--- config.mk ---
export PLATFORM = sky130hd
export DESIGN_NAME = dallanma_alt_sistemi
export DESIGN_NICKNAME = d
export VERILOG_FILES = /design/src/dal_turu_pkg.sv /design/src/ongoru_pkg.sv /design/src/karsilastirici.sv /design/src/dallanma_birimi.sv /design/src/dallanma_ongorucu.sv /design/src/dallanma_alt_sistemi.sv
export VERILOG_INCLUDE_DIRS = /design/src /design/src/src
export SDC_FILE = /design/constraint.sdc
export NUM_CORES = 1
export LEC_CHECK = 0
export ABC_AREA = 1
export ABC_CLOCK_PERIOD_IN_PS = 4130
export BUFFER_PORTS_ARGS = -buffer_cell sky130_fd_sc_hd__clkbuf_2
export CORE_ASPECT_RATIO = 1.1
export CORE_MARGIN = 1.5
export CORE_UTILIZATION = 50
export DETAILED_ROUTE_END_ITERATION = 6
export PLACE_DENSITY = 0.77
export SLEW_MARGIN = 20
export SYNTH_ARGS = -nofsm -noshare
export SYNTH_HDL_FRONTEND = slang
export SYNTH_SLANG_ARGS = --single-unit
--- constraint.sdc ---
create_clock -name clk_i -period 4.13 [get_ports clk_i]
set_input_delay 0.413 -clock clk_i [delete_from_list [all_inputs] [get_ports clk_i]]
set_output_delay 0.413 -clock clk_i [all_outputs]
set_load 0.03 [all_outputs]
--- src/dallanma_config.svh ---
`ifndef DALLANMA_CONFIG_SVH
`define DALLANMA_CONFIG_SVH

`default_nettype none

// ----------------------------------------
// Program sayaci
// ----------------------------------------
`define DAL_PS_W 32             // Program sayaci genisligi.
`define DAL_BUYRUK_BAYT 4       // Sirali buyruk adimi, bayt.

// ----------------------------------------
// Ongorucu tablosu
// ----------------------------------------
`define DAL_BHT_IDX_W 6                     // Tablo indeks genisligi.
`define DAL_BHT_DERINLIK (1 << `DAL_BHT_IDX_W) // Tablo giris sayisi.
`define DAL_BHT_IDX_LSB 2                   // Indeks PS bit 2'den baslar.

`default_nettype wire

`endif

--- src/dal_turu_pkg.sv ---
`default_nettype none

package dal_turu_pkg;

    // Coz asamasindan gelen dallanma turu.
    typedef enum logic [2:0] {
        DAL_BEQ  = 3'd0, // Esitse atla.
        DAL_BNE  = 3'd1, // Esit degilse atla.
        DAL_BLT  = 3'd2, // Isaretli kucukse atla.
        DAL_BGE  = 3'd3, // Isaretli buyuk esitse atla.
        DAL_BLTU = 3'd4, // Isaretsiz kucukse atla.
        DAL_BGEU = 3'd5  // Isaretsiz buyuk esitse atla.
    } dal_turu_e;        // 6 ve 7 gecersiz.

    // Alti turden biri mi.
    function automatic logic dal_turu_gecerli_mi(input dal_turu_e tur);
        return (tur <= DAL_BGEU);
    endfunction

    // Karsilastirma isaretli mi yapilacak.
    function automatic logic imzali_tur_mu(input dal_turu_e tur);
        return (tur == DAL_BLT) || (tur == DAL_BGE);
    endfunction

endpackage

`default_nettype wire

--- src/ongoru_pkg.sv ---
`default_nettype none

package ongoru_pkg;

    // ----------------------------------------
    // 2 bitlik doyumlu sayac durumlari
    // ----------------------------------------
    typedef enum logic [1:0] {
        GUCLU_ATLAMAZ = 2'd0, // Alt doyum noktasi.
        ZAYIF_ATLAMAZ = 2'd1, // Sifirlama sonrasi durum.
        ZAYIF_ATLAR   = 2'd2, // Atlar ongorusu, zayif.
        GUCLU_ATLAR   = 2'd3  // Ust doyum noktasi.
    } sayac_e;

    // Ust yari atlar ongorur.
    function automatic logic sayac_atlar_mi(input sayac_e sayac);
        return (sayac == ZAYIF_ATLAR) || (sayac == GUCLU_ATLAR);
    endfunction

    // Sifirlama degeri, ust seviyeden parametre olarak gecer.
    localparam sayac_e SAYAC_SIFIR = ZAYIF_ATLAMAZ;

endpackage

`default_nettype wire

--- src/karsilastirici.sv ---
`timescale 1ns/1ps
`include "dallanma_config.svh"
`default_nettype none

module karsilastirici
    import dal_turu_pkg::*;
(
    input  wire [`DAL_PS_W-1:0] kaynak1_i,  // Birinci kaynak yazmac.
    input  wire [`DAL_PS_W-1:0] kaynak2_i,  // Ikinci kaynak yazmac.
    input  wire dal_turu_e      dal_turu_i, // Isaret secimi icin tur.
    output logic                esit_mi_o,  // kaynak1 == kaynak2.
    output logic                buyuk_mu_o  // kaynak1 > kaynak2.
);

    // ----------------------------------------
    // Bayrak uretimi
    // ----------------------------------------
    logic imzali;        // BLT ve BGE icin isaretli.
    logic buyuk_imzali;  // Isaretli buyukluk.
    logic buyuk_imzasiz; // Isaretsiz buyukluk.

    assign imzali = imzali_tur_mu(dal_turu_i);

    // Esitlik isaretten bagimsiz.
    assign esit_mi_o = (kaynak1_i == kaynak2_i);

    assign buyuk_imzali  = ($signed(kaynak1_i) > $signed(kaynak2_i)); // 80000000 en kucuk.
    assign buyuk_imzasiz = (kaynak1_i > kaynak2_i);                   // 80000000 buyuk.

    // BEQ/BNE icin buyuk_mu kullanilmaz, isaretsiz kalir.
    assign buyuk_mu_o = imzali ? buyuk_imzali : buyuk_imzasiz;

endmodule

`default_nettype wire

--- src/dallanma_birimi.sv ---
`timescale 1ns/1ps
`include "dallanma_config.svh"
`default_nettype none

module dallanma_birimi
    import dal_turu_pkg::*;
(
    input  wire                 clk_i,               // Saat.
    input  wire                 rst_i,               // Senkron sifirlama.
    input  wire                 blok_aktif_i,        // Dallanma buyrugu var.
    input  wire [`DAL_PS_W-1:0] dallanma_ps_i,       // Dallanmanin PS'i.
    input  wire [`DAL_PS_W-1:0] anlik_i,             // Isaret genisletilmis anlik.
    input  wire dal_turu_e      dal_buy_turu_i,      // Coz asamasindan tur.
    input  wire                 dallanma_ongorusu_i, // 1 ise atlar denmisti.
    input  wire                 esit_mi_i,           // Karsilastirici bayragi.
    input  wire                 buyuk_mu_i,          // Karsilastirici bayragi.
    output logic                guncelle_gecerli_o,  // Ongorucu guncelleme darbesi.
    output logic                guncelle_atladi_o,   // Cozulen yon.
    output logic [`DAL_PS_W-1:0] guncelle_ps_o,      // Guncellenecek PS.
    output logic                dallanma_hata_o,     // Yanlis ongoru.
    output logic [`DAL_PS_W-1:0] duzeltme_ps_o       // Dogru sonraki PS.
);

    // ----------------------------------------
    // Yon cozumu
    // ----------------------------------------
    logic                 atladi;      // Cozulen yon.
    logic                 tur_gecerli; // 6 ve 7 disinda.
    logic [`DAL_PS_W-1:0] hedef_ps;    // Atlama hedefi.
    logic [`DAL_PS_W-1:0] sirali_ps;   // Bir sonraki buyruk.

    always_comb begin
        case (dal_buy_turu_i)
            DAL_BEQ:            atladi = esit_mi_i;
            DAL_BNE:            atladi = !esit_mi_i;
            DAL_BLT, DAL_BLTU:  atladi = !buyuk_mu_i && !esit_mi_i; // Kucuk kesin.
            DAL_BGE, DAL_BGEU:  atladi = buyuk_mu_i || esit_mi_i;   // Buyuk veya esit.
            default:            atladi = 1'b0;                       // Gecersiz tur.
        endcase
    end

    assign tur_gecerli = dal_turu_gecerli_mi(dal_buy_turu_i);

    // Hedef ve sirali adresler.
    assign hedef_ps  = dallanma_ps_i + anlik_i;
    assign sirali_ps = dallanma_ps_i + `DAL_PS_W'(`DAL_BUYRUK_BAYT);

    // ----------------------------------------
    // Cikis yazmaclari
    // ----------------------------------------
    logic                 gecerli_q;  // Guncelleme gecerli.
    logic                 atladi_q;   // Kayitli yon.
    logic                 hata_q;     // Kayitli hata.
    logic [`DAL_PS_W-1:0] ps_q;       // Kayitli dallanma PS.
    logic [`DAL_PS_W-1:0] duzeltme_q; // Kayitli duzeltme PS.

    // Kontrol bitleri.
    always_ff @(posedge clk_i) begin
        if (rst_i) begin
            gecerli_q <= 1'b0;
            hata_q    <= 1'b0;
        end else begin
            gecerli_q <= blok_aktif_i && tur_gecerli;
            hata_q    <= blok_aktif_i && tur_gecerli && (dallanma_ongorusu_i != atladi);
        end
    end

    // Veri yazmaclari, gecerli ile birlikte okunur.
    always_ff @(posedge clk_i) begin
        atladi_q   <= atladi;
        ps_q       <= dallanma_ps_i;
        duzeltme_q <= atladi ? hedef_ps : sirali_ps;
    end

    assign guncelle_gecerli_o = gecerli_q;
    assign guncelle_atladi_o  = atladi_q;
    assign guncelle_ps_o      = ps_q;
    assign dallanma_hata_o    = hata_q;
    assign duzeltme_ps_o      = duzeltme_q;

endmodule

`default_nettype wire

--- src/dallanma_ongorucu.sv ---
`timescale 1ns/1ps
`include "dallanma_config.svh"
`default_nettype none

module dallanma_ongorucu
    import ongoru_pkg::*;
#(
    parameter sayac_e BASLANGIC_SAYAC = ZAYIF_ATLAMAZ // Sifirlamada tum girisler.
) (
    input  wire                 clk_i,              // Saat.
    input  wire                 rst_i,              // Senkron sifirlama.
    input  wire [`DAL_PS_W-1:0] tahmin_ps_i,        // Getir asamasi PS.
    output logic                tahmin_o,           // 1 ise atlar.
    input  wire                 guncelle_gecerli_i, // Guncelleme darbesi.
    input  wire                 guncelle_atladi_i,  // Cozulen yon.
    input  wire [`DAL_PS_W-1:0] guncelle_ps_i       // Guncellenecek PS.
);

    localparam int IDX_W    = `DAL_BHT_IDX_W;    // Indeks genisligi.
    localparam int IDX_LSB  = `DAL_BHT_IDX_LSB;  // Bayt ofseti atlanir.
    localparam int DERINLIK = `DAL_BHT_DERINLIK; // 64 giris.

    // ----------------------------------------
    // Sayac tablosu
    // ----------------------------------------
    sayac_e tablo [0:DERINLIK-1]; // Iki bitlik sayaclar.

    logic [IDX_W-1:0] okuma_idx;  // Getir PS'inden.
    logic [IDX_W-1:0] yazma_idx;  // Guncelleme PS'inden.
    sayac_e           eski_sayac; // Guncellenen girisin degeri.
    sayac_e           yeni_sayac; // Doyumlu sonraki deger.

    assign okuma_idx = tahmin_ps_i[IDX_LSB +: IDX_W];
    assign yazma_idx = guncelle_ps_i[IDX_LSB +: IDX_W];

    // Ayni cevrim bakisi.
    assign tahmin_o = sayac_atlar_mi(tablo[okuma_idx]);

    assign eski_sayac = tablo[yazma_idx];

    // ----------------------------------------
    // Doyumlu sayma
    // ----------------------------------------
    always_comb begin
        yeni_sayac = eski_sayac;
        if (guncelle_atladi_i) begin
            case (eski_sayac)
                GUCLU_ATLAMAZ: yeni_sayac = ZAYIF_ATLAMAZ;
                ZAYIF_ATLAMAZ: yeni_sayac = ZAYIF_ATLAR;
                ZAYIF_ATLAR:   yeni_sayac = GUCLU_ATLAR;
                default:       yeni_sayac = GUCLU_ATLAR; // Ustte doyar.
            endcase
        end else begin
            case (eski_sayac)
                GUCLU_ATLAR:   yeni_sayac = ZAYIF_ATLAR;
                ZAYIF_ATLAR:   yeni_sayac = ZAYIF_ATLAMAZ;
                ZAYIF_ATLAMAZ: yeni_sayac = GUCLU_ATLAMAZ;
                default:       yeni_sayac = GUCLU_ATLAMAZ; // Altta doyar.
            endcase
        end
    end

    // Tek cevrimde tum tablo temizlenir.
    always_ff @(posedge clk_i) begin
        if (rst_i) begin
            for (int i = 0; i < DERINLIK; i++) begin
                tablo[i] <= BASLANGIC_SAYAC;
            end
        end else if (guncelle_gecerli_i) begin
            tablo[yazma_idx] <= yeni_sayac; // Sonraki cevrimde gorunur.
        end
    end

endmodule

`default_nettype wire

--- src/dallanma_alt_sistemi.sv ---
`timescale 1ns/1ps
`include "dallanma_config.svh"
`default_nettype none

module dallanma_alt_sistemi
    import dal_turu_pkg::*;
    import ongoru_pkg::*;
(
    input  wire                  clk_i,               // Saat.
    input  wire                  rst_i,               // Senkron sifirlama.
    input  wire  [`DAL_PS_W-1:0] tahmin_ps_i,         // Getir PS.
    output logic                 tahmin_o,            // Getir ongorusu.
    input  wire                  blok_aktif_i,        // Dallanma var.
    input  wire  [`DAL_PS_W-1:0] dallanma_ps_i,       // Dallanma PS.
    input  wire  [`DAL_PS_W-1:0] anlik_i,             // Anlik deger.
    input  wire  [`DAL_PS_W-1:0] kaynak1_i,           // rs1 degeri.
    input  wire  [`DAL_PS_W-1:0] kaynak2_i,           // rs2 degeri.
    input  wire dal_turu_e       dal_buy_turu_i,      // Dallanma turu.
    input  wire                  dallanma_ongorusu_i, // Tasinan ongoru.
    output logic                 dallanma_hata_o,     // Yanlis ongoru.
    output logic [`DAL_PS_W-1:0] duzeltme_ps_o        // Dogru sonraki PS.
);

    // ----------------------------------------
    // Ic baglantilar
    // ----------------------------------------
    logic                 esit_mi;          // Esitlik bayragi.
    logic                 buyuk_mu;         // Buyukluk bayragi.
    logic                 guncelle_gecerli; // Birimden ongorucuye.
    logic                 guncelle_atladi;
    logic [`DAL_PS_W-1:0] guncelle_ps;

    karsilastirici karsilastirici_inst (
        .kaynak1_i  (kaynak1_i),
        .kaynak2_i  (kaynak2_i),
        .dal_turu_i (dal_buy_turu_i),
        .esit_mi_o  (esit_mi),
        .buyuk_mu_o (buyuk_mu)
    );

    dallanma_birimi dallanma_birimi_inst (
        .clk_i               (clk_i),
        .rst_i               (rst_i),
        .blok_aktif_i        (blok_aktif_i),
        .dallanma_ps_i       (dallanma_ps_i),
        .anlik_i             (anlik_i),
        .dal_buy_turu_i      (dal_buy_turu_i),
        .dallanma_ongorusu_i (dallanma_ongorusu_i),
        .esit_mi_i           (esit_mi),
        .buyuk_mu_i          (buyuk_mu),
        .guncelle_gecerli_o  (guncelle_gecerli),
        .guncelle_atladi_o   (guncelle_atladi),
        .guncelle_ps_o       (guncelle_ps),
        .dallanma_hata_o     (dallanma_hata_o),
        .duzeltme_ps_o       (duzeltme_ps_o)
    );

    // Sifirlama sonrasi zayif atlamaz.
    dallanma_ongorucu #(
        .BASLANGIC_SAYAC (SAYAC_SIFIR)
    ) dallanma_ongorucu_inst (
        .clk_i              (clk_i),
        .rst_i              (rst_i),
        .tahmin_ps_i        (tahmin_ps_i),
        .tahmin_o           (tahmin_o),
        .guncelle_gecerli_i (guncelle_gecerli),
        .guncelle_atladi_i  (guncelle_atladi),
        .guncelle_ps_i      (guncelle_ps)
    );

endmodule

`default_nettype wire

[After elaboration in Yosys (flattened, before gate mapping)]
Memories as Yosys holds them, arrays and structs flattened. A register that Yosys moved wholly into a read port is not among the register bits.
Cells that the tools add are included.
Widths: inputs -> output; s select.
Word-level totals
  memory bits (writable): 128
  word-level logic and storage cells: 50
  memories kept: 1
  bits in registers: 43
Memories
  dallanma_ongorucu_inst.tablo: words 64, width 2, read ports 2, clocked after Yosys merged registers in 1, write ports 64, line dallanma_ongorucu.sv:26  | sayac_e tablo [0:DERINLIK-1];
Operators by class
  equal/unequal tests: 12
  reduce and logical (&&, ||, !) cells: 13
  multiplexer cells: 14
  add/sub/neg operators: 2
  order comparisons: 3
Operator list (number)
  $gt 32x32->1: 2
  $add 32x3->32 const B: 1
  $add 32x32->32: 1
  $eq 32x32->1: 1
  $mux 32: 1
  $eq 2x2->1 const B: 4
  $pmux 2 s2: 2
  $mux 1: 7
  $eq 3x2->1 const B: 2
  $eq 3x3->1 const B: 2
  $mux 6: 1
  $reduce_or 2->1: 3
  $mux 2: 2
  $pmux 1 s4: 1
  $eq 3x1->1 const B: 1
  $le 3x3->1 const B: 1
  $logic_and 1x1->1: 3
  $logic_not 3->1: 1
  $logic_or 1x1->1: 3
  $eq 2x1->1 const B: 1
  $logic_not 1->1: 2
  $logic_not 2->1: 1
  $ne 1x1->1: 1

[Depth between registers and ports, before layout]
Gate-level depths: netlist (run 1).
  depth after elaboration: 8
  gate-level depth with buffers: 21

[Hierarchy]
From an unflattened synthesis (run 1), not the netlist that was laid out.
Unflattened totals
  cell total of the unflattened synthesis: 1991
  area total of the unflattened synthesis: 13451.7 µm²
By module, submodules not included
  dallanma_ongorucu: area each 7576.0 µm², cells an instance 1009, instances 1
  dallanma_birimi: area each 4913.5 µm², cells an instance 813, instances 1
  karsilastirici: area each 962.2 µm², cells an instance 169, instances 1

[Least setup slack after synthesis (run 1)]
OpenSTA, ideal clock, no wires.
  kind: input to output
  start point: input tahmin_ps_i[2]
  end point: output tahmin_o
  buffers on the path: 2
  slack: 1.552 ns
  required time: 3.717 ns
  cell stages on the path: 8
  arrival time: 2.165 ns
  path through: clkbuf_1 clkbuf_1 o21ai_0 o21ai_0 nor2_1 o32ai_1 o21ai_0 o21ai_0
On the way
  longest elaborated chain between the ends: 3
Ends and longest elaborated chain
  from (decl): line dallanma_alt_sistemi.sv:11  | input wire [`DAL_PS_W-1:0] tahmin_ps_i,
  $mem_v2 64x2 *
  $eq 2x2->1: line ongoru_pkg.sv:17  | return (sayac == ZAYIF_ATLAR) || (sayac == GUCLU_ATLAR);
  $logic_or 1x1->1 *: line ongoru_pkg.sv:17
  to (decl): line dallanma_alt_sistemi.sv:12  | output logic tahmin_o,
Mark *: on every way between the ends. The rest lies on a longest branch, timed or not.

==> metrics.csv, run 1 <==
stage;metric;value;unit
clock_tree;cts-buffers-inserted;17;
clock_tree;clock_latency;0.44;ns
route;drt_iter0_drc;979;
logic_synthesis;avgSynthCellArea;7.38;um^2
sta;hold_viol_final;0;
sta;setup_viol;0;
sta;fin_crit;3.35;ns
layout;multiInputGateArea;5810;um^2
clock_tree;post-cts-setup-buffer-count;0;
route;dr.pass1.iters;6;
sta;max_freq;0.298;GHz
logic_synthesis;synthCells;1566;
global_route;overflow;0;
place;place.port_buffers;174;
logic_synthesis;async_flop_share;0;%
power_and_ir_drop;clockPowerShare;34.9;%
power_and_ir_drop;power.switching;1.58;mW
power_and_ir_drop;power_density;354;nW/um^2
logic_synthesis;ys_ff_latch;169;
power_and_ir_drop;fin_total_pwr;4.69;mW
floorplanning;ios;201;
critical_path;crit_fanout;64;
place;gp_congestion;0.940;
floorplanning;fp.dieH;162;um
logic_synthesis;synthesis.area;11600;um^2
global_route;grt_antenna_before_repair;0;
flow_run;drv_cap;0;
sta;slew_viol_final;0;
route;drc_errors;0;
critical_path;worstSetupPathType;flip-flop to flip-flop;
route;ant_nets;0;
clock_tree;clock_sinks;169;
clock_tree;cts_tree;done;
route;drt-total-wl;33700;um
layout;layout.nets;1950;
critical_path;worst_ep_required_time;4.27;ns
clock_tree;clkTransAtPathRegs;0.07;ns
floorplanning;die_x;148;um
power_and_ir_drop;vdd_ir_drop_max;0.000280;V
global_route;grt_first_pass_wirelength;52600;um
global_route;track_usage;28.1;%
critical_path;arrival;3.50;ns
route;vias;11265;
layout;final_common_cell;nand2_1;
sta;fin_skew;0.0106;ns
sta;setup_tns;0;ns
floorplanning;coreArea;22800;um^2
logic_synthesis;seq_area_frac_synth;40.4;%
layout;seqCellArea;4660;um^2
worst_hold_path;hp-class;input port to flip-flop;
logic_synthesis;synth_fp_nets;1798;
sta;rsz0062_at_grt;false;
power_and_ir_drop;p_leak;5.69;nW
sta;relSlewSlack;44.6;%
floorplanning;start_util;50.7;%
floorplanning;fp-row-count;58;
clock_tree;clock_path_buffers;2;
clock_tree;cts-root-buf;clkbuf_16;
clock_tree;h-tree-depth;4;
logic_synthesis;synth_top_flop_cell;edfxtp_1;
route;wl_per_cell;16.6;um
power_and_ir_drop;internal_power;3.11;mW
critical_path;critPathLaunchType;flip-flop;
outcome;outcome;complete, no violations;
logic_synthesis;ys_types;48;
layout;n_antenna_cell;0;
logic_synthesis;synth_edf_count;128;
global_route;grt_pass1_vias;10719;
clock_tree;hold_buffers;0;
power_and_ir_drop;sequentialPowerShare;41.6;%
layout;drive_gt1_share;13.5;%
sta;worstMarginPinSlew;0.823;ns
layout;num-fill-cells;2110;
place;hpwl;24000;um
clock_tree;ctsResizeCount;0;
critical_path;critPathCaptureType;flip-flop;
power_and_ir_drop;combPwrFrac;23.5;%
power_and_ir_drop;switching_share;33.7;%
sta;fin_crit_sh;81.2;%
layout;area_growth;14.6;%
floorplanning;die_area;24000;um^2
logic_synthesis;yosys_warnings;0;
global_route;grt_max_degree;67;
route;avgViaCountPerCell;5.55;
layout;final_cell_mix;nand2_1, nor2_1, inv_1, clkbuf_2, edfxtp_1;
-- final cells by class --
class | count | area share, %
inverters | 229 | 6.49
multi-input cells | 1118 | 43.9
clock inverters | 15 | 1.28
well taps | 300 | 2.83
flip-flops and latches | 169 | 35.2
repair buffers | 183 | 7.09
clock buffers | 17 | 3.21
-- through the flow --
step           util (%)  hold WS [ns]  setup slack [ns]  cells  area (um^2)
2_1_floorplan         -         0.441              1.55   1566        11600
3_3_place_gp       55.5         0.593              1.06   1999        12600
3_5_place_dp       55.5         0.591             0.927   1999        12600
4_1_cts            58.1         0.140             0.928   2031        13200
5_1_grt            58.1         0.161             0.635   2031        13200
6_report           58.1         0.153             0.777   2031        13200
-- logic make-up after synthesis --
logic type	after synthesis	share of synthesized area [%]
AO/OA/AOI/OAI	222	11.0
XOR/XNOR	55	4.17
adder cells (fa/ha/maj)	65	7.10
buffers and inverters	279	9.38
flip-flops	169	40.4
AND/OR/NAND/NOR	776	27.9
-- flip-flops by register name, summed over array words and instances (netlist names) --
name / cells
dallanma_ongorucu_inst.tablo: 128
dallanma_birimi_inst.dallanma_hata_o: 1
dallanma_birimi_inst.guncelle_ps_o: 6
dallanma_birimi_inst.guncelle_gecerli_o: 1
dallanma_birimi_inst.guncelle_atladi_o: 1
dallanma_birimi_inst.duzeltme_ps_o: 32
-- critical path, stage by stage, from the launching register on --
cell     delay (ns)
dfxtp_1        0.44
inv_2          0.11
nand3_1        0.08
buf_4          0.20
inv_1          0.33
a22oi_1        0.29
nand4_1        0.15
nand2_1        0.08
nand2_1        0.05
nor2_1         0.11
nand2_1        0.09
or2_1          0.30
nand2_4        0.59
nand3_1        0.18
-- worst paths after layout --
kind	slack [ns]	from	cells after the start	end
hold reg to reg	0.89	dallanma_birimi_inst.guncelle_gecerli_o$_SDFF_PP0_	3	dallanma_ongorucu_inst.tablo[15][0]$_SDFFCE_PN1P_
hold / removal	0.15	dallanma_ps_i[3]	1	dallanma_birimi_inst.guncelle_ps_o[3]$_DFF_P_
setup reg to reg	0.78	dallanma_birimi_inst.guncelle_ps_o[3]$_DFF_P_	13	dallanma_ongorucu_inst.tablo[7][0]$_SDFFCE_PN1P_
setup / recovery	0.78	dallanma_birimi_inst.guncelle_ps_o[3]$_DFF_P_	13	dallanma_ongorucu_inst.tablo[7][0]$_SDFFCE_PN1P_
-- cells in the mapped netlist, types with 5 or more instances --
cell,count,area share [%]
a21o_1,6,0.39
a21oi_1,67,2.9
a221oi_1,8,0.61
a22oi_1,15,0.97
buf_1,6,0.19
buf_2,14,0.61
buf_4,5,0.32
clkbuf_1,25,0.81
clkinv_1,5,0.16
dfxtp_1,41,7.1
edfxtp_1,128,33
ha_1,64,6.9
inv_1,215,7.0
inv_2,9,0.29
nand2_1,368,12
nand3_1,103,4.5
nand4_1,29,1.6
nor2_1,231,7.5
nor3_1,25,1.1
o21ai_0,86,3.7
o21ai_1,9,0.39
xnor2_1,19,1.4
xor2_1,36,2.7
-- power by group through the flow --
stage / Clock (mW) / Sequential (mW) / Combinational (mW)
3_3_place_gp: 0 / 1.99 / 1.07
3_5_place_dp: 0 / 1.99 / 1.08
5_1_grt: 1.71 / 1.96 / 1.20
4_1_cts: 1.64 / 1.95 / 1.09
6_report: 1.64 / 1.95 / 1.10
2_1_floorplan: 0 / 2.10 / 0.622
-- routing by layer --
layer  share of wire, %  vias up  track usage (%)
li1                   -     5460                -
met1                 39     5109             34.7
met2                 48      605             48.3
met3                9.6       91             5.85
met4                3.1        0             10.7
met5                  0        -                0
Power figures use the tool's default switching activity.
==> run 2: changes to the inputs <==
--- a/config.mk
+++ b/config.mk
@@ -7,13 +7,13 @@
 export NUM_CORES = 1
 export LEC_CHECK = 0
 export ABC_AREA = 1
-export ABC_CLOCK_PERIOD_IN_PS = 4130
+export ABC_CLOCK_PERIOD_IN_PS = 3000
 export BUFFER_PORTS_ARGS = -buffer_cell sky130_fd_sc_hd__clkbuf_2
 export CORE_ASPECT_RATIO = 1.1
 export CORE_MARGIN = 1.5
 export CORE_UTILIZATION = 50
 export DETAILED_ROUTE_END_ITERATION = 6
-export PLACE_DENSITY = 0.77
+export PLACE_DENSITY = 0.8
 export SLEW_MARGIN = 20
 export SYNTH_ARGS = -nofsm -noshare
 export SYNTH_HDL_FRONTEND = slang
==> constraint.sdc (replaced) <==
create_clock -name clk_i -period 3 [get_ports clk_i]
set_input_delay 0.3 -clock clk_i [delete_from_list [all_inputs] [get_ports clk_i]]
set_output_delay 0.3 -clock clk_i [all_outputs]
set_load 0.03 [all_outputs]
==> run 2 against run 1 <==
Effect of this change: clock power grew 29%; die area unchanged; wire length rose by 1.3%; via count up 1.2%; clock-buffer cell count rose by 2; non-clock buffer count up 15; clock skew shrank 0.0014 ns.
==> metrics.csv, run 2 (synthesis gave the netlist of run 1 again) <==
stage;metric;value;unit
outcome;outcome;complete, no violations;
floorplanning;ios;201;
global_route;overflow;0;
critical_path;worst_ep_required_time;3.17;ns
layout;n_antenna_cell;0;
place;place.port_buffers;174;
route;drt-total-wl;34100;um
power_and_ir_drop;internal_power;4.35;mW
floorplanning;coreArea;22800;um^2
flow_run;drv_cap;0;
sta;worstMarginPinSlew;0.804;ns
sta;fin_crit;2.75;ns
power_and_ir_drop;power.switching;2.04;mW
clock_tree;cts-root-buf;clkbuf_16;
power_and_ir_drop;p_leak;5.74;nW
critical_path;arrival;2.91;ns
clock_tree;clock_path_buffers;2;
sta;max_freq;0.364;GHz
clock_tree;post-cts-setup-buffer-count;0;
clock_tree;clkTransAtPathRegs;0.06;ns
global_route;grt_max_degree;66;
power_and_ir_drop;combPwrFrac;24.8;%
floorplanning;die_area;24000;um^2
layout;regMostFlops;dallanma_ongorucu_inst.tablo;
route;drc_errors;0;
place;gp_congestion;0.936;
layout;multiInputGateArea;5810;um^2
sta;rsz0062_at_grt;false;
floorplanning;start_util;50.7;%
place;hpwl;24900;um
sta;hold_viol_final;0;
critical_path;critPathCaptureType;flip-flop;
power_and_ir_drop;sequentialPowerShare;42.0;%
sta;holdWs;0.0437;ns
clock_tree;ctsResizeCount;0;
layout;layout.nets;1965;
clock_tree;hold_buffers;0;
layout;largest_reg_flops;128;
sta;setup_tns;0;ns
floorplanning;fp-row-count;58;
power_and_ir_drop;clockPowerShare;33.2;%
route;ant_nets;0;
sta;fin_crit_sh;91.5;%
sta;fin_skew;0.00924;ns
floorplanning;die_x;148;um
clock_tree;clock_sinks;169;
power_and_ir_drop;vdd_ir_drop_max;0.000419;V
critical_path;crit_fanout;32;
global_route;track_usage;28.7;%
power_and_ir_drop;power_density;478;nW/um^2
layout;final_cells;2046;
route;drt_iter0_drc;999;
layout;drive_gt1_share;13.9;%
clock_tree;h-tree-depth;4;
global_route;grt_antenna_before_repair;0;
critical_path;critPathLaunchType;flip-flop;
global_route;grt_first_pass_wirelength;53800;um
sta;slew_viol_final;0;
power_and_ir_drop;switching_share;31.9;%
place;place_inst;2014;
floorplanning;fp.dieH;162;um
route;wl_per_cell;16.7;um
clock_tree;cts_tree;done;
critical_path;worstSetupPathType;flip-flop to flip-flop;
sta;relSlewSlack;45.7;%
layout;seqCellArea;4660;um^2
sta;setup_viol;0;
layout;num-fill-cells;2066;
route;avgViaCountPerCell;5.57;
layout;fin_util;58.7;%
layout;final_cell_mix;nand2_1, nor2_1, inv_1, clkbuf_2, edfxtp_1;
layout;area_growth;15.7;%
layout;final_common_cell;nand2_1;
global_route;grt_pass1_vias;11243;
clock_tree;cts-buffers-inserted;17;
clock_tree;clock_latency;0.43;ns
worst_hold_path;hp-class;input port to flip-flop;
route;vias;11397;
route;dr.pass1.iters;5;
==> run 2: worst paths after layout <==
| path | startpoint | end | slack, ns | cells past startpoint |
|---|---|---|---|---|
| worst max-delay path | dallanma_birimi_inst.guncelle_ps_o[2]$_DFF_P_ | dallanma_ongorucu_inst.tablo[53][0]$_SDFFCE_PN1P_ | 0.25 | 15 |
| worst min-delay path | dallanma_ps_i[3] | dallanma_birimi_inst.guncelle_ps_o[3]$_DFF_P_ | 0.04 | 1 |
| worst min register to register | dallanma_birimi_inst.guncelle_gecerli_o$_SDFF_PP0_ | dallanma_ongorucu_inst.tablo[11][0]$_SDFFCE_PN1P_ | 0.84 | 3 |
| worst max register to register | dallanma_birimi_inst.guncelle_ps_o[2]$_DFF_P_ | dallanma_ongorucu_inst.tablo[53][0]$_SDFFCE_PN1P_ | 0.25 | 15 |
==> run 2: cell type report <==
class	count	area share, %
timing repair buffer	198	8.23
inverter	229	6.43
clock inverter	13	0.973
tap	300	2.81
sequential	169	34.9
multi-input combinational	1118	43.4
clock buffer	19	3.24
==> run 2: per-stage QoR <==
stage | cell area [um^2] | setup slack (ns) | power [mW]
after floorplan | 11600 | 0.648 | 3.75
after global placement | 12800 | 0.339 | 4.26
after detailed placement | 12800 | 0.319 | 4.28
after CTS | 13400 | 0.306 | 6.37
after global routing | 13400 | 0.0236 | 6.65
final | 13400 | 0.255 | 6.39
==> run 2: worst max-delay path: stages (launching register included) <==
cell and delay (ns):
dfxtp_1 0.49, inv_2 0.09, nand3_1 0.12, inv_2 0.19
nand2_1 0.11, nand2_1 0.05, nor2_1 0.10, nand4_1 0.10
nand2_1 0.08, nand2_1 0.07, nor2_1 0.12, nand2_1 0.10
or2_1 0.30, nand2_4 0.20, buf_12 0.23, nand3_1 0.10
==> run 2: power by group through the flow <==
stage | Clock (mW) | Sequential (mW) | Combinational (mW)
floorplan | 0 | 2.89 | 0.856
global placement | 0 | 2.74 | 1.53
detailed placement | 0 | 2.73 | 1.55
CTS | 2.13 | 2.69 | 1.56
global route | 2.22 | 2.70 | 1.73
finish | 2.12 | 2.69 | 1.58
==> run 2: per-layer routing <==
layer / global-route usage (%) / up-vias / routed length (um)
met5: 0 / - / 0
met4: 14.3 / 0 / 1440
met3: 4.48 / 118 / 3050
met2: 49.8 / 596 / 16400
met1: 34.6 / 5203 / 13300
li1: - / 5480 / -
